**src/common/bpf_pkg.sv**
```systemverilog
package bpf_pkg;

    localparam int insn_depth     = 64;   // Program words
    localparam int insn_addr_w    = 6;    // PC width
    localparam int pkt_depth      = 256;  // Packet bytes
    localparam int pkt_addr_w     = 8;
    localparam int scratch_depth  = 16;   // BPF M[] words
    localparam int scratch_addr_w = 4;
    localparam int long_op_cycles = 31;   // Timer load for slow ALU ops

    // Opcode fields, encodings as in classic BPF
    typedef enum logic [2:0] {
        BPF_LD, BPF_LDX, BPF_ST, BPF_STX, BPF_ALU, BPF_JMP, BPF_RET, BPF_MISC
    } bpf_class_e;

    typedef enum logic [2:0] {
        MODE_IMM, MODE_ABS, MODE_IND, MODE_MEM, MODE_LEN, MODE_MSH
    } bpf_mode_e;

    typedef enum logic [1:0] {SIZE_W, SIZE_H, SIZE_B} bpf_size_e;

    typedef enum logic [3:0] {
        ALU_ADD = 4'h0, ALU_SUB = 4'h1, ALU_MUL = 4'h2, ALU_DIV = 4'h3,
        ALU_OR  = 4'h4, ALU_AND = 4'h5, ALU_LSH = 4'h6, ALU_RSH = 4'h7,
        ALU_NEG = 4'h8, ALU_MOD = 4'h9, ALU_XOR = 4'ha
    } bpf_alu_op_e;

    typedef enum logic [2:0] {JMP_JA, JMP_JEQ, JMP_JGT, JMP_JGE, JMP_JSET} bpf_jmp_e;

    typedef enum logic [1:0] {RET_K, RET_X, RET_A} bpf_ret_e;

    // Register input muxes
    typedef enum logic [2:0] {
        A_SEL_IMM, A_SEL_PKT, A_SEL_MEM, A_SEL_LEN, A_SEL_ALU, A_SEL_X
    } bpf_a_sel_e;

    typedef enum logic [2:0] {
        X_SEL_IMM, X_SEL_PKT, X_SEL_MEM, X_SEL_LEN, X_SEL_MSH, X_SEL_A
    } bpf_x_sel_e;

    typedef enum logic [1:0] {PC_PLUS_1, PC_PLUS_JT, PC_PLUS_JF, PC_PLUS_K} bpf_pc_sel_e;

    typedef enum logic [2:0] {
        ST_IDLE, ST_FETCH, ST_DECODE, ST_WRITE_A, ST_WRITE_X, ST_ALU_WAIT
    } bpf_state_e;

    typedef struct packed {
        logic [15:0] opcode;
        logic [7:0]  jt;     // Offset if condition true
        logic [7:0]  jf;     // Offset if condition false
        logic [31:0] k;      // Immediate
    } bpf_insn_t;

    // Controller to datapath and memories
    typedef struct packed {
        bpf_a_sel_e  a_sel;
        bpf_x_sel_e  x_sel;
        bpf_pc_sel_e pc_sel;
        logic        pc_en;
        logic        pc_clr;
        logic        a_en;
        logic        x_en;
        bpf_alu_op_e alu_op;
        logic        alu_use_x;     // Operand B is X, else k
        logic        addr_ind;      // Packet address X+k, else k
        bpf_size_e   xfer_size;
        logic        pkt_rd_en;
        logic        insn_rd_en;
        logic        scratch_wr_en;
        logic        scratch_src_x; // Store X, else A
    } bpf_ctrl_t;

    // Datapath status back to the controller
    typedef struct packed {
        logic eq;
        logic gt;
        logic ge;
        logic set;
        logic a_zero;
        logic x_zero;
        logic k_zero;
    } bpf_flags_t;

endpackage

```
**src/hw/bpf_alu_timer.sv**
```systemverilog
`timescale 1ns/10ps

module bpf_alu_timer (
    input  logic clk,
    input  logic reset,
    input  logic load,
    output logic done
);

    logic [4:0] count;
    logic       running;

    always_ff @(posedge clk) begin
        if (reset) begin
            count   <= '0;
            running <= 1'b0;
        end else if (load) begin
            count   <= 5'(bpf_pkg::long_op_cycles);
            running <= 1'b1;
        end else if (running) begin
            count   <= count - 5'd1;
            running <= (count != 5'd0); // Stop after the zero cycle
        end
    end

    assign done = running && (count == 5'd0); // One cycle wide

endmodule

```
**config.mk**
```make
export PLATFORM = sky130hd
export DESIGN_NAME = bpf_alu_timer
export DESIGN_NICKNAME = d
export VERILOG_FILES = /design/src/common/bpf_pkg.sv /design/src/hw/bpf_alu_timer.sv
export SDC_FILE = /design/constraint.sdc
export NUM_CORES = 1
export LEC_CHECK = 0
export ABC_CLOCK_PERIOD_IN_PS = 2300
export CAP_MARGIN = 20
export CORE_AREA = 2 2 39 41
export DETAILED_ROUTE_END_ITERATION = 6
export DIE_AREA = 0 0 41 43
export DONT_BUFFER_PORTS = 1
export PLACE_DENSITY = 0.31
export REMOVE_ABC_BUFFERS = 1
export SLEW_MARGIN = 10
export SYNTH_ARGS = -nofsm -noshare
export SYNTH_HDL_FRONTEND = slang
export SYNTH_SLANG_ARGS = --single-unit
```
**constraint.sdc**
```tcl
create_clock -name clk -period 2.3 [get_ports clk]
set_clock_uncertainty 0.15 [all_clocks]
set_input_delay 0.69 -clock clk [delete_from_list [all_inputs] [get_ports clk]]
set_output_delay 0.69 -clock clk [all_outputs]
set_load 0.05 [all_outputs]
```
==> report_table.html <==
<table>
<tr><th>Metric</th><th>Value</th></tr>
<tr><th colspan="2">Floorplanning</th></tr>
<tr><td>Horiz. Die Dim</td><td>41 um</td></tr>
<tr><td>DIE HEIGHT</td><td>43 um</td></tr>
<tr><td>Initial core utilization</td><td>0.1998</td></tr>
<tr><td>Die area</td><td>1763 um2</td></tr>
<tr><td>Placeable core region</td><td>1384 um2</td></tr>
<tr><td>Number of placement rows</td><td>14</td></tr>
<tr><td>IO Count</td><td>4</td></tr>
<tr><th colspan="2">Finish</th></tr>
<tr><td>Diode insertion count for antenna repair</td><td>0</td></tr>
<tr><td>Sequential standard cell area</td><td>125.1 um2</td></tr>
<tr><td>Footprint of the multi-input gates</td><td>147.6 um2</td></tr>
<tr><td>Layout net count</td><td>40</td></tr>
<tr><td>Share of layout cells above drive strength 1</td><td>0.3235</td></tr>
<tr><td>Area Growth Syn to Fin</td><td>27.60%</td></tr>
<tr><td>Most frequent cells in the layout</td><td>a21oi_1, dfxtp_1, inv_1, xnor2_1, clkbuf_4</td></tr>
<tr><td>End-of-flow core utilization</td><td>0.2550</td></tr>
<tr><td>Filler instances</td><td>159</td></tr>
<tr><td>Commonest non-fill, non-tap cell in the layout</td><td>a21oi_1</td></tr>
<tr><th colspan="2">Run</th></tr>
<tr><td>Count of max-cap constraint violations</td><td>0</td></tr>
<tr><th colspan="2">Pwr</th></tr>
<tr><td>Power per Cell Area</td><td>734.6 nW/um2</td></tr>
<tr><td>Worst vdd ir</td><td>0.2224 mV</td></tr>
<tr><td>Leakage power total</td><td>0.1380 nW</td></tr>
<tr><th colspan="2">Detailed routing</th></tr>
<tr><td>Number of remaining DRC errors</td><td>0</td></tr>
<tr><td>Detailed-route wire length</td><td>501 um</td></tr>
<tr><td>Number of DRC markers after the initial detailed-route iteration</td><td>3</td></tr>
<tr><td>Count of TritonRoute iterations in the first routing pass</td><td>2</td></tr>
<tr><td>Post-detailed-route via-to-cell ratio</td><td>4.260</td></tr>
<tr><td>Detail-routed net length per standard cell</td><td>10.02 um</td></tr>
<tr><td>Via count of the routed design</td><td>213</td></tr>
<tr><td>Residual antenna-violating net count after detailed routing</td><td>0</td></tr>
<tr><th colspan="2">Yosys</th></tr>
<tr><td>Mean post-synth cell area</td><td>9.876 um2</td></tr>
<tr><td>Post-synthesis instance area</td><td>276.5 um2</td></tr>
<tr><td>Share of the synthesized area in the top cell type</td><td>0.4344</td></tr>
<tr><td>Yosys warnings</td><td>0</td></tr>
<tr><td>Number of register bits inferred by synthesis</td><td>6</td></tr>
<tr><td>EDFF count, synth</td><td>0</td></tr>
<tr><td>Gate count after technology mapping</td><td>28</td></tr>
<tr><td>Synth async-reset ratio</td><td>0</td></tr>
<tr><td>Top post-synthesis cells by area</td><td>dfxtp_1, xnor2_1, a21oi_1</td></tr>
<tr><td>Portion of the post-synthesis area used by sequential elements</td><td>0.4344</td></tr>
<tr><td>Number of distinct standard cells referenced by the synthesized netlist</td><td>14</td></tr>
<tr><td>Most instantiated flip-flop cell in the synthesis netlist</td><td>dfxtp_1</td></tr>
<tr><td>Library cell with the largest summed area after synthesis</td><td>dfxtp_1</td></tr>
<tr><th colspan="2">Outcome</th></tr>
<tr><td>Run status</td><td>finished clean</td></tr>
<tr><th colspan="2">Worst setup path</th></tr>
<tr><td>Crit. End Element</td><td>output port</td></tr>
<tr><td>Type of element launching the critical path</td><td>flop</td></tr>
<tr><td>Worst path cell trace</td><td>inv_1 &gt; ha_1 &gt; and4bb_2 &gt; nor2b_2 &gt; buf_6</td></tr>
<tr><td>Critical Path Slowest Stage Cell</td><td>dfxtp_4</td></tr>
<tr><td>Data required time of the worst path</td><td>1460 ps</td></tr>
<tr><td>Top cell family by delay on the critical path</td><td>simple AND/OR/NAND/NOR gates</td></tr>
<tr><td>Worst EP arrival</td><td>1410 ps</td></tr>
<tr><td>Critical path peak fanout</td><td>3</td></tr>
<tr><td>Slowest Stage Delay on Critical Path</td><td>360 ps</td></tr>
<tr><td>Critical setup path kind</td><td>reg2out</td></tr>
<tr><td>CP bufs+invs</td><td>2</td></tr>
<tr><th colspan="2">Timing</th></tr>
<tr><td>Part of the cycle the worst path needs</td><td>0.9779</td></tr>
<tr><td>Final-report max-slew violation count</td><td>0</td></tr>
<tr><td>Total Neg Setup Slack</td><td>0 ps</td></tr>
<tr><td>Minimum clock period after layout</td><td>2249 ps</td></tr>
<tr><td>Hold Fails Final Rpt</td><td>0</td></tr>
<tr><td>Least-Margin Pin Slew</td><td>212.9 ps</td></tr>
<tr><td>Setup violation total in the final timing report</td><td>0</td></tr>
<tr><td>Maximum frequency from static timing analysis</td><td>0.4446 GHz</td></tr>
<tr><td>Slew margin rel.</td><td>0.8579</td></tr>
<tr><td>Worst-case hold slack</td><td>355.6 ps</td></tr>
<tr><th colspan="2">Place</th></tr>
<tr><td>Final weighted congestion of routability-driven global placement</td><td>0.5819</td></tr>
<tr><td>IO Port Bufs</td><td>0</td></tr>
<tr><td>HPWL after detailed placement</td><td>380.9 um</td></tr>
<tr><th colspan="2">Clocking</th></tr>
<tr><td>Num CTS Buffers</td><td>3</td></tr>
<tr><td>Deepest level of the CTS H-tree</td><td>1</td></tr>
<tr><td>CTS sink count</td><td>6</td></tr>
<tr><td>Clock latency reported for the late side of the worst-skew pair</td><td>240 ps</td></tr>
<tr><td>Clk Tree Root Cell</td><td>clkbuf_4</td></tr>
<tr><td>Clock tree from TritonCTS</td><td>yes</td></tr>
<tr><td>Clock Path Buffers</td><td>2</td></tr>
<tr><td>Clock-pin transition on the worst setup and hold timing paths</td><td>50 ps</td></tr>
<tr><td>Total of hold buffers inserted after clock tree synthesis</td><td>0</td></tr>
<tr><th colspan="2">Global routing</th></tr>
<tr><td>Overall fraction of global-route tracks in use</td><td>0.07940</td></tr>
<tr><td>Largest net degree at the start of global routing</td><td>7</td></tr>
<tr><td>GRT overflow</td><td>0</td></tr>
<tr><td>First-pass GRT wire length</td><td>862 um</td></tr>
<tr><td>Initial antenna violation count</td><td>0</td></tr>
<tr><td>Via count of the first global-routing pass</td><td>195</td></tr>
<tr><th colspan="2">Worst hold path</th></tr>
<tr><td>Type of the most critical hold path</td><td>in2reg</td></tr>
</table>
==> sequential cells by signal, indices dropped and copies added (netlist names) <==
register,flops
running,1
count,5
==> worst reg2reg max path: cells and delay by family (launching register included) <==
| family | cells | cell delay [ps] |
|---|---|---|
| buffers and inverters | 2 | 180 |
| DFF | 1 | 360 |
| AOI/OAI and AO/OA | 1 | 80 |
| and+or+nand+nor | 1 | 250 |
| xor gates and xnor gates | 1 | 120 |
| adders and majority gates | 1 | 210 |
==> power by group <==
| part | leakage (nW) | internal, W | switching, W |
|---|---|---|---|
| logic | 0.0732 | 0.0000216 | 0.0000173 |
| clock network | 0.0138 | 0.0000589 | 0.0000361 |
| registers | 0.0510 | 0.000115 | 0.0000107 |
| total | 0.138 | 0.000195 | 0.0000641 |
==> layer usage <==
| metal | part of all wire | up-vias | global-route usage | wire length [um] |
|---|---|---|---|---|
| li1 | - | 109 | - | - |
| met1 | 0.45 | 98 | 0.1000 | 225 |
| met2 | 0.44 | 4 | 0.09063 | 222 |
| met3 | 0.074 | 2 | 0.03665 | 37 |
| met4 | 0.030 | 0 | 0.08000 | 15 |
| met5 | 0 | - | 0 | 0 |
==> worst paths after layout <==
check / end / start / slack [ps] / cells past startpoint
max: done / count[0] / 50 / 5
min: count[0] / reset / 360 / 1
max reg2reg: count[4] / count[0] / 820 / 6
min reg2reg: count[0] / count[0] / 420 / 2
==> kinds of logic (layout without fill, tap and decap cells) <==
logic type / after synthesis / count (layout) / share of synthesized area
AND/OR/NAND/NOR: 7 / 7 / 0.2126
AO/OA/AOI/OAI: 7 / 7 / 0.1402
flip-flops: 6 / 6 / 0.4344
adder cells (fa/ha/maj): 1 / 1 / 0.04524
XOR/XNOR: 4 / 4 / 0.1267
buffers and inverters: 3 / 9 / 0.04072
==> layout make-up <==
| cell class | instances | area share |
|---|---|---|
| Multi-Input combinational cell | 19 | 0.4184 |
| Sequential cell | 6 | 0.3546 |
| Timing Repair Buffer | 3 | 0.07447 |
| Clock buffer | 3 | 0.06383 |
| Tap cell | 16 | 0.05674 |
| Inverter | 3 | 0.03191 |
==> per-stage QoR <==
step                area [um2]  instances   power, W  setup WS [ps]
floorplan                276.5         28  0.0001547         -52.92
global placement         311.5         46  0.0001635          240.7
detailed placement       311.5         46  0.0001641          231.4
CTS                      335.3         49  0.0002625          4.862
global route             352.8         50  0.0002760        -0.9511
finish                   352.8         50  0.0002592          50.80
==> synthesized netlist by cell type (2+ instances only) <==
library cell,number
dfxtp_1,6
a21oi_1,5
xnor2_1,3
inv_1,3
nand2_1,2
==> repair_timing <==
item	4_1_cts	5_1_grt
pin swaps	0	1
gates cloned	0	0
buffers inserted	0	1
gates resized for setup	1	4
hold endpoints to repair	0	0
endpoints found under the setup margin	1	1
Note: power is estimated with default switching activity, not from simulation.
