==> config.mk <==
export PLATFORM = sky130hd
export DESIGN_NAME = bpf_ctrl
export DESIGN_NICKNAME = d
export VERILOG_FILES = /design/src/common/bpf_pkg.sv /design/src/hw/bpf_ctrl.sv
export SDC_FILE = /design/constraint.sdc
export NUM_CORES = 1
export LEC_CHECK = 0
export BUFFER_PORTS_ARGS = -buffer_cell sky130_fd_sc_hd__clkbuf_2
export CAP_MARGIN = 20
export CELL_PAD_IN_SITES_DETAIL_PLACEMENT = 1
export CELL_PAD_IN_SITES_GLOBAL_PLACEMENT = 1
export CORE_MARGIN = 1
export CORE_UTILIZATION = 27
export CTS_BUF_LIST = sky130_fd_sc_hd__clkbuf_2 sky130_fd_sc_hd__clkbuf_4 sky130_fd_sc_hd__clkbuf_8
export CTS_CLUSTER_SIZE = 25
export DETAILED_ROUTE_END_ITERATION = 8
export PLACE_DENSITY = 0.81
export SYNTH_ARGS = -nofsm -noshare
export SYNTH_HDL_FRONTEND = slang
export SYNTH_SLANG_ARGS = --single-unit
==> constraint.sdc <==
create_clock -name clk -period 1.7 [get_ports clk]
set_input_delay 0.085 -clock clk [delete_from_list [all_inputs] [get_ports clk]]
set_output_delay 0.085 -clock clk [all_outputs]
set_load 0.02 [all_outputs]
==> src/common/bpf_pkg.sv <==
package bpf_pkg;

    localparam int insn_depth     = 64;   // Program words
    localparam int insn_addr_w    = 6;    // PC width
    localparam int pkt_depth      = 256;  // Packet bytes
    localparam int pkt_addr_w     = 8;
    localparam int scratch_depth  = 16;   // BPF M[] words
    localparam int scratch_addr_w = 4;
    localparam int long_op_cycles = 31;   // Timer load for slow ALU ops

    // Opcode fields, encodings as in classic BPF
    typedef enum logic [2:0] {
        BPF_LD, BPF_LDX, BPF_ST, BPF_STX, BPF_ALU, BPF_JMP, BPF_RET, BPF_MISC
    } bpf_class_e;

    typedef enum logic [2:0] {
        MODE_IMM, MODE_ABS, MODE_IND, MODE_MEM, MODE_LEN, MODE_MSH
    } bpf_mode_e;

    typedef enum logic [1:0] {SIZE_W, SIZE_H, SIZE_B} bpf_size_e;

    typedef enum logic [3:0] {
        ALU_ADD = 4'h0, ALU_SUB = 4'h1, ALU_MUL = 4'h2, ALU_DIV = 4'h3,
        ALU_OR  = 4'h4, ALU_AND = 4'h5, ALU_LSH = 4'h6, ALU_RSH = 4'h7,
        ALU_NEG = 4'h8, ALU_MOD = 4'h9, ALU_XOR = 4'ha
    } bpf_alu_op_e;

    typedef enum logic [2:0] {JMP_JA, JMP_JEQ, JMP_JGT, JMP_JGE, JMP_JSET} bpf_jmp_e;

    typedef enum logic [1:0] {RET_K, RET_X, RET_A} bpf_ret_e;

    // Register input muxes
    typedef enum logic [2:0] {
        A_SEL_IMM, A_SEL_PKT, A_SEL_MEM, A_SEL_LEN, A_SEL_ALU, A_SEL_X
    } bpf_a_sel_e;

    typedef enum logic [2:0] {
        X_SEL_IMM, X_SEL_PKT, X_SEL_MEM, X_SEL_LEN, X_SEL_MSH, X_SEL_A
    } bpf_x_sel_e;

    typedef enum logic [1:0] {PC_PLUS_1, PC_PLUS_JT, PC_PLUS_JF, PC_PLUS_K} bpf_pc_sel_e;

    typedef enum logic [2:0] {
        ST_IDLE, ST_FETCH, ST_DECODE, ST_WRITE_A, ST_WRITE_X, ST_ALU_WAIT
    } bpf_state_e;

    typedef struct packed {
        logic [15:0] opcode;
        logic [7:0]  jt;     // Offset if condition true
        logic [7:0]  jf;     // Offset if condition false
        logic [31:0] k;      // Immediate
    } bpf_insn_t;

    // Controller to datapath and memories
    typedef struct packed {
        bpf_a_sel_e  a_sel;
        bpf_x_sel_e  x_sel;
        bpf_pc_sel_e pc_sel;
        logic        pc_en;
        logic        pc_clr;
        logic        a_en;
        logic        x_en;
        bpf_alu_op_e alu_op;
        logic        alu_use_x;     // Operand B is X, else k
        logic        addr_ind;      // Packet address X+k, else k
        bpf_size_e   xfer_size;
        logic        pkt_rd_en;
        logic        insn_rd_en;
        logic        scratch_wr_en;
        logic        scratch_src_x; // Store X, else A
    } bpf_ctrl_t;

    // Datapath status back to the controller
    typedef struct packed {
        logic eq;
        logic gt;
        logic ge;
        logic set;
        logic a_zero;
        logic x_zero;
        logic k_zero;
    } bpf_flags_t;

endpackage

==> src/hw/bpf_ctrl.sv <==
`timescale 1ns/10ps

module bpf_ctrl (
    input  logic                clk,
    input  logic                reset,
    input  logic                start,
    input  logic [15:0]         opcode,
    input  bpf_pkg::bpf_flags_t flags,
    input  logic                timer_done,
    output logic                timer_load,
    output bpf_pkg::bpf_ctrl_t  ctrl,
    output logic                busy,
    output logic                accept,
    output logic                reject
);

    bpf_pkg::bpf_state_e state;
    bpf_pkg::bpf_state_e next_state;
    bpf_pkg::bpf_class_e op_class;
    bpf_pkg::bpf_mode_e  mode;
    bpf_pkg::bpf_jmp_e   jmp;
    bpf_pkg::bpf_ret_e   ret_src;
    logic                jump_taken;
    logic                ret_nonzero;
    logic                accept_nxt;
    logic                reject_nxt;

    assign op_class = bpf_pkg::bpf_class_e'(opcode[2:0]);
    assign mode     = bpf_pkg::bpf_mode_e'(opcode[7:5]);
    assign jmp      = bpf_pkg::bpf_jmp_e'(opcode[6:4]);
    assign ret_src  = bpf_pkg::bpf_ret_e'(opcode[4:3]);

    always_comb begin
        case (jmp)
            bpf_pkg::JMP_JEQ:  jump_taken = flags.eq;
            bpf_pkg::JMP_JGT:  jump_taken = flags.gt;
            bpf_pkg::JMP_JGE:  jump_taken = flags.ge;
            bpf_pkg::JMP_JSET: jump_taken = flags.set;
            default:           jump_taken = 1'b0;
        endcase
        case (ret_src)
            bpf_pkg::RET_K: ret_nonzero = !flags.k_zero;
            bpf_pkg::RET_X: ret_nonzero = !flags.x_zero;
            default:        ret_nonzero = !flags.a_zero; // Code 3 treated as A
        endcase
    end

    always_comb begin
        ctrl = '0;                                   // Enables low unless raised below
        ctrl.alu_op    = bpf_pkg::bpf_alu_op_e'(opcode[7:4]);
        ctrl.alu_use_x = opcode[3];                  // Same bit for ALU and jumps
        ctrl.addr_ind  = (mode == bpf_pkg::MODE_IND);
        ctrl.xfer_size = bpf_pkg::bpf_size_e'(opcode[4:3]);
        timer_load = 1'b0;
        accept_nxt = 1'b0;
        reject_nxt = 1'b0;
        next_state = state;
        case (state)
            bpf_pkg::ST_IDLE: begin
                ctrl.pc_clr = 1'b1;
                if (start) next_state = bpf_pkg::ST_FETCH;
            end
            bpf_pkg::ST_FETCH: begin
                ctrl.insn_rd_en = 1'b1;              // insn valid next cycle
                ctrl.pc_en      = 1'b1;              // PC_PLUS_1 by default
                next_state      = bpf_pkg::ST_DECODE;
            end
            bpf_pkg::ST_DECODE: begin
                next_state = bpf_pkg::ST_FETCH;      // Most classes finish here
                case (op_class)
                    bpf_pkg::BPF_LD: begin
                        case (mode)
                            bpf_pkg::MODE_IMM: ctrl.a_sel = bpf_pkg::A_SEL_IMM;
                            bpf_pkg::MODE_MEM: ctrl.a_sel = bpf_pkg::A_SEL_MEM;
                            bpf_pkg::MODE_LEN: ctrl.a_sel = bpf_pkg::A_SEL_LEN;
                            default: ;
                        endcase
                        ctrl.a_en = mode inside {bpf_pkg::MODE_IMM, bpf_pkg::MODE_MEM,
                                                 bpf_pkg::MODE_LEN};
                        if (mode inside {bpf_pkg::MODE_ABS, bpf_pkg::MODE_IND}) begin
                            ctrl.pkt_rd_en = 1'b1;   // Synchronous RAM read
                            next_state     = bpf_pkg::ST_WRITE_A;
                        end
                    end
                    bpf_pkg::BPF_LDX: begin
                        case (mode)
                            bpf_pkg::MODE_IMM: ctrl.x_sel = bpf_pkg::X_SEL_IMM;
                            bpf_pkg::MODE_MEM: ctrl.x_sel = bpf_pkg::X_SEL_MEM;
                            bpf_pkg::MODE_LEN: ctrl.x_sel = bpf_pkg::X_SEL_LEN;
                            bpf_pkg::MODE_MSH: ctrl.x_sel = bpf_pkg::X_SEL_MSH;
                            default: ;
                        endcase
                        ctrl.x_en = mode inside {bpf_pkg::MODE_IMM, bpf_pkg::MODE_MEM,
                                                 bpf_pkg::MODE_LEN, bpf_pkg::MODE_MSH};
                        if (mode inside {bpf_pkg::MODE_ABS, bpf_pkg::MODE_IND}) begin
                            ctrl.pkt_rd_en = 1'b1;
                            next_state     = bpf_pkg::ST_WRITE_X;
                        end
                    end
                    bpf_pkg::BPF_ST:  ctrl.scratch_wr_en = 1'b1;
                    bpf_pkg::BPF_STX: begin
                        ctrl.scratch_wr_en = 1'b1;
                        ctrl.scratch_src_x = 1'b1;
                    end
                    bpf_pkg::BPF_ALU: begin
                        case (ctrl.alu_op)
                            bpf_pkg::ALU_ADD, bpf_pkg::ALU_SUB, bpf_pkg::ALU_OR,
                            bpf_pkg::ALU_AND, bpf_pkg::ALU_XOR:
                                next_state = bpf_pkg::ST_WRITE_A;
                            bpf_pkg::ALU_MUL, bpf_pkg::ALU_DIV, bpf_pkg::ALU_MOD,
                            bpf_pkg::ALU_LSH, bpf_pkg::ALU_RSH, bpf_pkg::ALU_NEG: begin
                                timer_load = 1'b1;   // 32 cycle wait
                                next_state = bpf_pkg::ST_ALU_WAIT;
                            end
                            default: ;               // Undefined op skipped
                        endcase
                    end
                    bpf_pkg::BPF_JMP: begin
                        ctrl.pc_en = 1'b1;           // Offset relative to PC+1
                        if (jmp == bpf_pkg::JMP_JA) ctrl.pc_sel = bpf_pkg::PC_PLUS_K;
                        else if (jump_taken)        ctrl.pc_sel = bpf_pkg::PC_PLUS_JT;
                        else                        ctrl.pc_sel = bpf_pkg::PC_PLUS_JF;
                    end
                    bpf_pkg::BPF_RET: begin
                        accept_nxt = ret_nonzero;
                        reject_nxt = !ret_nonzero;
                        next_state = bpf_pkg::ST_IDLE;
                    end
                    default: begin                   // MISC
                        if (opcode[7:3] == 5'd0) begin
                            ctrl.x_sel = bpf_pkg::X_SEL_A;  // TAX
                            ctrl.x_en  = 1'b1;
                        end else begin
                            ctrl.a_sel = bpf_pkg::A_SEL_X;  // TXA
                            ctrl.a_en  = 1'b1;
                        end
                    end
                endcase
            end
            bpf_pkg::ST_WRITE_A: begin
                // Shared by packet loads and ALU results
                ctrl.a_sel = (op_class == bpf_pkg::BPF_ALU) ? bpf_pkg::A_SEL_ALU
                                                              : bpf_pkg::A_SEL_PKT;
                ctrl.a_en  = 1'b1;
                next_state = bpf_pkg::ST_FETCH;
            end
            bpf_pkg::ST_WRITE_X: begin
                ctrl.x_sel = bpf_pkg::X_SEL_PKT;
                ctrl.x_en  = 1'b1;
                next_state = bpf_pkg::ST_FETCH;
            end
            bpf_pkg::ST_ALU_WAIT: if (timer_done) next_state = bpf_pkg::ST_WRITE_A;
            default: next_state = bpf_pkg::ST_IDLE;
        endcase
    end

    always_ff @(posedge clk) begin
        if (reset) begin
            state  <= bpf_pkg::ST_IDLE;
            accept <= 1'b0;
            reject <= 1'b0;
        end else begin
            state  <= next_state;
            accept <= accept_nxt;  // Pulse lands in the IDLE cycle
            reject <= reject_nxt;
        end
    end

    assign busy = (state != bpf_pkg::ST_IDLE);  // Low together with the verdict pulse

endmodule

==> results.sh, run 1 <==
export IMPL_num_rows=19
export IMPL_maxCapViolations=0
export IMPL_dp_worst_setup_slack_ps=109.4
export IMPL_setup_violations_final=0
export IMPL_grt_pass1_vias=990
export IMPL_ys_seq_area_share_pct=12.76
export IMPL_reg2reg_slack_ps=250
export IMPL_p_sw_mw=0.1919
export IMPL_p_sw_share_pct=38.28
export IMPL_slew_headroom_pct=77.98
export IMPL_critPathLaunchType="flip-flop"
export IMPL_placed_cells=182
export IMPL_dp_hpwl_mm=2.092
export IMPL_h_tree_depth=1
export IMPL_portBuffers=46
export IMPL_antenna_found_initial=0
export IMPL_globalplace_congestion=0.8257
export IMPL_die_w_um=55.91
export IMPL_drive_above_1_share_pct=44.65
export IMPL_leakage_nw=0.4700
export IMPL_grt_pass1_wl_mm=4.560
export IMPL_fin_crit_sh_pct=99.39
export IMPL_wire_per_inst_um=14.64
export IMPL_critPathCaptureType="primary output"
export IMPL_start_util_pct=28.45
export IMPL_die_height_um=55.91
export IMPL_yosysWarnings=0
export IMPL_min_period_ps=1690
export IMPL_synth_async_reset_ratio_pct=0
export IMPL_fin_nets=187
export IMPL_skew_ps=1.007
export IMPL_critPathKind="flip-flop to primary output"
export IMPL_finalInstanceArea_um2=1067
export IMPL_syn_area_per_cell_um2=6.705
export IMPL_dr_first_iter_drc_count=34
export IMPL_worst_pin_slew_ps=330.3
export IMPL_num_vias=993
export IMPL_rsz0062_at_grt="yes"
export IMPL_io_pin_count=55
export IMPL_power_internal_mw=0.3094
export IMPL_first_pass_iters=4
export IMPL_mostFrequentLayoutCell="clkbuf_2"
export IMPL_arrival_ps=1600
export IMPL_mostFrequentLayoutCells="43 x clkbuf_2, 14 x nor2_1, 9 x a21oi_1"
export IMPL_synth_flop_cell="dfxtp_1"
export IMPL_powerDensity_nw_per_um2=469.7
export IMPL_slew_viol_final=0
export IMPL_synth_cell_area_um2=784.5
export IMPL_path_clk_slew_ps=40
export IMPL_placed_cell_area_um2=980.9
export IMPL_outcome="completed"
export IMPL_wirelength_mm=2.781
export IMPL_syn_nets=144
export IMPL_p_seq_share_pct=25.3
export IMPL_clock_path_buffers=2
export IMPL_fin_cells=190
export IMPL_hold_violations=0
export IMPL_hp_class="primary input to flip-flop"
export IMPL_die_area_um2=3125
export IMPL_critPathMaxFanout=3
export IMPL_area_delta_synth_final_pct=36.04
export IMPL_coreArea_um2=2758
export IMPL_cts_buffers=3
export IMPL_cts_tree="built"
export IMPL_p_clk_share_pct=30.8
export IMPL_grt_util_all_layers_pct=18.19
export IMPL_synth_seq_cells=5
export IMPL_timing_fmax_ghz=0.5918
export IMPL_cts_root_buffer_cell="clkbuf_4"
export IMPL_worst_slack_ps=10.36
export IMPL_grt_ovfl_total=0
export IMPL_insertedDiodeCount=0
export IMPL_cts_sinks=5
export IMPL_syn_inst=117
export IMPL_critPathRequiredTime_ps=1620
export IMPL_drc=0
export IMPL_combPwrFrac_pct=43.9
export IMPL_synth_edf_count=0
export IMPL_vias_per_cell=5.226
export IMPL_vdd_drop_max_mv=0.3994
export IMPL_synth_cell_types=45
export IMPL_clk_latency_ps=240
export IMPL_grt_max_degree=15
export IMPL_ant_nets=0
final cells by class:
type	instances	area, um2
Clock buffer	4	30.03
Fill cell	387	1690
Inverter	5	18.77
Multi-Input combinational cell	92	576.8
Sequential cell	5	105.1
Tap cell	31	38.79
Timing Repair Buffer	53	297.8
final timing paths:
path | startpoint | cells after the start | to
worst max-delay path | state[1] | 5 | ctrl[17]
worst min-delay path | reset | 2 | state[0]
worst max register to register | state[1] | 6 | accept
worst min register to register | state[0] | 2 | state[0]
power by group through the flow:
stage | Sequential (mW) | Clock [mW] | Combinational [mW]
after CTS | 0.127 | 0.162 | 0.210
final | 0.127 | 0.154 | 0.220
after global routing | 0.127 | 0.170 | 0.240
after detailed placement | 0.130 | 0 | 0.205
after floorplan | 0.125 | 0 | 0.152
after global placement | 0.130 | 0 | 0.199
critical path, stage by stage (launching register included):
cell,delay [ps]
dfxtp_4,350
nor2b_4,150
nand2_2,70
or4_4,530
a21oi_2,140
buf_6,130
synthesized netlist by cell type (all sizes together) (2+ instances only):
cell type	number	share of area (%)
nand3b	2	1.9
o21ai	6	3.8
dfxtp	5	13
nand2b	5	4.0
inv	5	2.4
nand4	2	1.6
or3	2	1.6
clkbuf	3	1.9
nor2b	3	3.3
xnor2	2	2.2
nor3	5	3.2
or2	3	2.4
nand2	10	5.1
nor2	15	8.1
a31oi	3	2.4
nor4bb	2	2.6
a21oi	11	8.0
buf	12	10
nor4	4	3.2
metal layers:
layer	GRT usage (%)	wire length (um)	up-vias
li1	-	-	504
met1	21.65	1222	455
met2	33.91	1424	32
met3	1.860	104	2
met4	5.923	29	0
met5	0	0	-
registers in the layout (all words and copies together), names as in the netlist:
signal	cells
state	3
reject	1
accept	1
metrics by stage:
| stage | hold WS [ps] | utilization (%) | total power, mW | TNS [ps] |
|---|---|---|---|---|
| 2_1_floorplan | 154.1 | - | 0.2767 | 0 |
| 3_3_place_gp | 296.7 | 35.57 | 0.3284 | 0 |
| 3_5_place_dp | 302.8 | 35.57 | 0.3352 | 0 |
| 4_1_cts | 39.68 | 37.39 | 0.4992 | 0 |
| 5_1_grt | 40.45 | 38.70 | 0.5369 | -56.50 |
| 6_report | 44.40 | 38.70 | 0.5013 | 0 |
timing repair:
| action | in CTS | in global routing |
|---|---|---|
| setup endpoints to repair | 3 | 4 |
| pin swaps | 0 | 1 |
| hold buffers | 0 | 0 |
| setup buffers | 1 | 3 |
| gates resized for setup | 5 | 8 |
logic make-up (layout without fill, tap and decap cells):
group | Yosys count | count (layout) | share of synthesized area [%]
muxes | 1 | 1 | 1.276
DFF | 5 | 5 | 12.76
and+or+nand+nor | 58 | 58 | 41.94
buffers and inverters | 20 | 62 | 14.51
xor gates and xnor gates | 2 | 2 | 2.233
AOI/OAI and AO/OA | 31 | 31 | 27.27
Power figures use the tool's default switching activity.
==> run 2, diff against run 1 <==
- CORE_UTILIZATION: 27 -> 29
- PLACE_DENSITY: 0.81 -> 0.86
- clock period: 1.7 -> 2.1 ns (I/O delays scaled with it)
==> run 2 against run 1 <==
  * Clock power decreased by 17%
  * Sequential power decreased by 18%
  * Hold slack improved by 25 ps
  * Routed wire length decreased by 4.4%
  * Non-clock buffer count decreased by 7
  * Register-to-register slack improved by 450 ps
  * Critical path type unchanged
  * Critical endpoint unchanged
  * Largest cell class unchanged
  * Highest routed layer unchanged
==> results.sh, run 2 (synthesis gave the netlist of run 1 again) <==
export IMPL_top_register="state"
export IMPL_hp_class="primary input to flip-flop"
export IMPL_p_clk_share_pct=32.4
export IMPL_antenna_found_initial=0
export IMPL_worstSetupStartpoint="state[1]"
export IMPL_grt_max_degree=17
export IMPL_cts_hold_buffers=0
export IMPL_fin_cells=182
export IMPL_slew_headroom_pct=77.59
export IMPL_grt_ovfl_total=0
export IMPL_dp_worst_setup_slack_ps=525.9
export IMPL_globalplace_congestion=0.8787
export IMPL_area_delta_synth_final_pct=25.84
export IMPL_grt_pass1_vias=918
export IMPL_p_sw_mw=0.1555
export IMPL_critPathLaunchType="flip-flop"
export IMPL_met3WireLength_um=191
export IMPL_cts_root_buffer_cell="clkbuf_4"
export IMPL_path_clk_slew_ps=50
export IMPL_cts_buffers=3
export IMPL_h_tree_depth=1
export IMPL_tns_ps=0
export IMPL_post_cts_setup_buffers=0
export IMPL_worst_slack_ps=240.7
export IMPL_hold_violations=0
export IMPL_fin_nets=180
export IMPL_post_cts_resized=0
export IMPL_dp_hpwl_mm=2.077
export IMPL_power_internal_mw=0.2408
export IMPL_maxCapViolations=0
export IMPL_cts_tree="built"
export IMPL_min_from="flags[2]"
export IMPL_wirelength_mm=2.659
export IMPL_r2r_cells=4
export IMPL_arrival_ps=1750
export IMPL_placed_cell_area_um2=957.2
export IMPL_leakage_nw=0.4278
export IMPL_vdd_drop_max_mv=0.2211
export IMPL_outcome="completed"
export IMPL_die_w_um=54.01
export IMPL_clock_path_buffers=2
export IMPL_largest_reg_flops=3
export IMPL_drive_above_1_share_pct=39.47
export IMPL_reg_largest_list="state (3), accept (1), reject (1)"
export IMPL_dr_max_layer_used="met4"
export IMPL_num_vias=1007
export IMPL_portBuffers=46
export IMPL_p_sw_share_pct=39.23
export IMPL_num_rows=18
export IMPL_critPathKind="flip-flop to primary output"
export IMPL_wl_met2_mm=1.309
export IMPL_critPathRequiredTime_ps=2000
export IMPL_die_area_um2=2917
export IMPL_drc=0
export IMPL_grt_util_all_layers_pct=19.97
export IMPL_rsz0062_at_grt="no"
export IMPL_r2r_end="accept"
export IMPL_fin_crit_sh_pct=88.54
export IMPL_critPathCaptureType="primary output"
export IMPL_worst_pin_slew_ps=336.1
export IMPL_coreArea_um2=2522
export IMPL_vias_per_cell=5.533
export IMPL_wire_per_inst_um=14.61
export IMPL_slew_viol_final=0
export IMPL_r2r_start="state[1]"
export IMPL_whs_path_depth=2
export IMPL_met1Wirelength_mm=1.141
export IMPL_mostFrequentLayoutCell="clkbuf_2"
export IMPL_io_pin_count=55
export IMPL_grt_pass1_wl_mm=4.195
export IMPL_power_mw=0.3963
export IMPL_cts_sinks=5
export IMPL_finalInstanceArea_um2=987.2
export IMPL_powerDensity_nw_per_um2=401.4
export IMPL_insertedDiodeCount=0
export IMPL_reg2reg_slack_ps=700
export IMPL_ant_nets=0
export IMPL_start_util_pct=31.10
export IMPL_holdPathEnd="accept"
export IMPL_combPwrFrac_pct=41.4
export IMPL_critPathMaxFanout=6
export IMPL_clk_latency_ps=250
export IMPL_min_period_ps=1859
export IMPL_setup_violations_final=0
export IMPL_mostFrequentLayoutCells="46 x clkbuf_2, 14 x nor2_1, 9 x nand2_1, 9 x a21oi_1"
export IMPL_p_seq_share_pct=26.2
export IMPL_dr_first_iter_drc_count=15
export IMPL_timing_fmax_ghz=0.5378
export IMPL_first_pass_iters=4
export IMPL_skew_ps=6.027
export IMPL_placed_cells=178
export IMPL_die_height_um=54.01
==> run 2: routing by layer <==
| metal | vias to the layer above | GRT usage (%) |
|---|---|---|
| li1 | 489 | - |
| met1 | 469 | 25.74 |
| met2 | 47 | 33.13 |
| met3 | 2 | 3.390 |
| met4 | 0 | 6.838 |
| met5 | - | 0 |
==> run 2: worst max-delay path: stages, from the launching register on <==
cell      delay [ps]
dfxtp_1          420
nor2b_4          230
nand2_1           80
or4_4            470
a21oi_2          130
clkbuf_2         180
==> run 2: per-stage QoR <==
stage	utilization [%]	hold WS (ps)
floorplan	-	174.1
global placement	37.95	313.4
detailed placement	37.95	321.3
CTS	39.14	58.98
global route	39.14	73.78
finish	39.14	69.70
==> run 2: cell type report <==
class / count / area (um2)
well taps: 30 / 37.54
flip-flops and latches: 5 / 100.1
multi-input cells: 92 / 570.5
clock buffers: 4 / 30.03
repair buffers: 46 / 230.2
inverters: 5 / 18.77
fillers: 346 / 1535
==> run 2: power groups by stage <==
stage / sequential [mW] / clock, mW / combinational (mW)
floorplan: 0.101 / 0 / 0.123
global placement: 0.105 / 0 / 0.159
detailed placement: 0.105 / 0 / 0.164
CTS: 0.104 / 0.132 / 0.165
global route: 0.104 / 0.135 / 0.182
finish: 0.104 / 0.128 / 0.164
==> run 2: worst max-delay path by stage <==
| stage | endpoint | cells past startpoint |
|---|---|---|
| 3_5_place_dp | ctrl[17] | 5 |
| 2_1_floorplan | ctrl[3] | 4 |
| 6_report | ctrl[17] | 5 |
| 4_1_cts | ctrl[17] | 5 |
| 5_1_grt | ctrl[17] | 5 |
| 3_3_place_gp | ctrl[16] | 5 |
==> run 3, diff against run 2 <==
- CORE_ASPECT_RATIO: unset -> 1.2
==> run 3 against run 2 <==
  * Die area hardly changed
  * Hold slack worse by 8.1 ps
  * Sequential share of layout area hardly changed
  * Non-clock buffer count stayed put
  * Via count is 2.3% lower
  * Global-route usage is 1.7 points lower
  * Combinational power hardly changed
  * Sequential power hardly changed
  * Final area is 0.38% higher
  * Clock power hardly changed
  * Count of clock-buffer cells in the layout stayed put
  * Critical path depth stayed put
  * Largest cell class unchanged
==> results.sh, run 3 (synthesis gave the netlist of run 1 again) <==
export IMPL_outcome="completed"
export IMPL_fin_nets=180
export IMPL_top_register="state"
export IMPL_num_vias=984
export IMPL_min_from="reset"
export IMPL_cts_root_buffer_cell="clkbuf_4"
export IMPL_rsz0062_at_grt="no"
export IMPL_coreArea_um2=2552
export IMPL_min_period_ps=1815
export IMPL_die_height_um=58.98
export IMPL_reg2reg_slack_ps=710
export IMPL_fin_crit_sh_pct=86.44
export IMPL_cts_sinks=5
export IMPL_vias_per_cell=5.319
export IMPL_holdPathEnd="state[0]"
export IMPL_timing_fmax_ghz=0.5509
export IMPL_leakage_nw=0.4278
export IMPL_die_area_um2=2918
export IMPL_skew_ps=4.699
export IMPL_slew_headroom_pct=76.45
export IMPL_mostFrequentLayoutCell="clkbuf_2"
export IMPL_ant_nets=0
export IMPL_antenna_found_initial=0
export IMPL_post_cts_setup_buffers=0
export IMPL_h_tree_depth=1
export IMPL_critPathMaxFanout=6
export IMPL_num_rows=20
export IMPL_critPathKind="flip-flop to primary output"
export IMPL_critPathRequiredTime_ps=2000
export IMPL_drc=0
export IMPL_r2r_start="state[1]"
export IMPL_cts_hold_buffers=0
export IMPL_clk_latency_ps=250
export IMPL_clock_path_buffers=2
export IMPL_cts_tree="built"
export IMPL_seqCellArea_um2=100.1
export IMPL_wirelength_mm=2.537
export IMPL_cts_buffers=3
export IMPL_grt_max_degree=17
export IMPL_grt_pass1_wl_mm=4.098
export IMPL_power_mw=0.3940
export IMPL_dp_hpwl_mm=1.972
export IMPL_worst_pin_slew_ps=353.3
export IMPL_arrival_ps=1710
export IMPL_grt_ovfl_total=0
export IMPL_vdd_drop_max_mv=0.1551
export IMPL_drive_above_1_share_pct=39.47
export IMPL_wire_per_inst_um=13.71
export IMPL_dr_first_iter_drc_count=12
export IMPL_powerDensity_nw_per_um2=397.6
export IMPL_grt_util_all_layers_pct=18.28
export IMPL_critPathCaptureType="primary output"
export IMPL_critPathLaunchType="flip-flop"
export IMPL_setup_violations_final=0
export IMPL_whs_path_depth=2
export IMPL_hold_violations=0
export IMPL_r2r_cells=4
export IMPL_die_w_um=49.48
export IMPL_r2r_end="accept"
export IMPL_mostFrequentLayoutCells="46 x clkbuf_2, 14 x nor2_1, 9 x nand2_1, 9 x a21oi_1"
export IMPL_nFillCells=357
export IMPL_insertedDiodeCount=0
export IMPL_maxCapViolations=0
export IMPL_slew_viol_final=0
export IMPL_start_util_pct=30.74
export IMPL_grt_pass1_vias=922
export IMPL_hp_class="primary input to flip-flop"
export IMPL_multi_input_area_um2=570.5
export IMPL_path_clk_slew_ps=40
export IMPL_first_pass_iters=4
export IMPL_tns_ps=0
export IMPL_area_delta_synth_final_pct=26.32
export IMPL_portBuffers=46
export IMPL_io_pin_count=55
export IMPL_globalplace_congestion=0.8715
export IMPL_post_cts_resized=0
export IMPL_reg_largest_list="state (3), accept (1), reject (1)"
export IMPL_largest_reg_flops=3
[run 3: cell counts in the layout (fill, tap and decap cells not counted)]
No cell type changed its count.
[run 3: worst max path at each step]
stage                  start       end  slack [ps]  cells past startpoint
finish              state[1]  ctrl[17]         280                      5
global route        state[1]  ctrl[17]         180                      5
CTS                 state[1]  ctrl[17]         260                      5
detailed placement  state[1]  ctrl[17]         530                      5
global placement    state[1]  ctrl[16]         570                      5
floorplan           state[0]   ctrl[3]         680                      4
[run 3: report_power, final]
group	switching [mW]	internal [mW]	total (mW)
combinational	0.106	0.0577	0.163
clock	0.0421	0.0849	0.127
sequential	0.00538	0.0982	0.104
total	0.153	0.241	0.394
[run 3: metrics by stage]
| step | hold slack [ps] | setup WS [ps] | instance area, um2 | cells | utilization, % |
|---|---|---|---|---|---|
| floorplan | 174.1 | 679.4 | 784.5 | 117 | - |
| finish | 61.64 | 284.8 | 991.0 | 185 | 38.82 |
| global placement | 316.4 | 572.7 | 960.9 | 181 | 37.65 |
| detailed placement | 320.4 | 528.9 | 960.9 | 181 | 37.65 |
| CTS | 54.02 | 264.2 | 991.0 | 185 | 38.82 |
| global route | 83.81 | 182.8 | 991.0 | 185 | 38.82 |
[run 3: layer usage]
layer	share of wire [%]	GRT usage [%]	vias to the layer above
met5	0	0	-
met4	1.7	8.571	0
met3	4.7	2.308	5
met2	51	33.66	30
met1	42	20.96	462
li1	-	-	487
[run 3: critical path, stage by stage (launching register included)]
cell,delay (ps)
dfxtp_1,400
nor2b_4,220
nand2_1,90
or4_4,460
a21oi_2,120
clkbuf_2,170
[run 3: final cells by class]
cell class / count / share of cell area (%)
multi-input combinational: 92 / 57.58
sequential: 5 / 10.10
clock buffer: 4 / 3.030
inverter: 5 / 1.894
timing repair buffer: 46 / 23.23
tap: 33 / 4.167
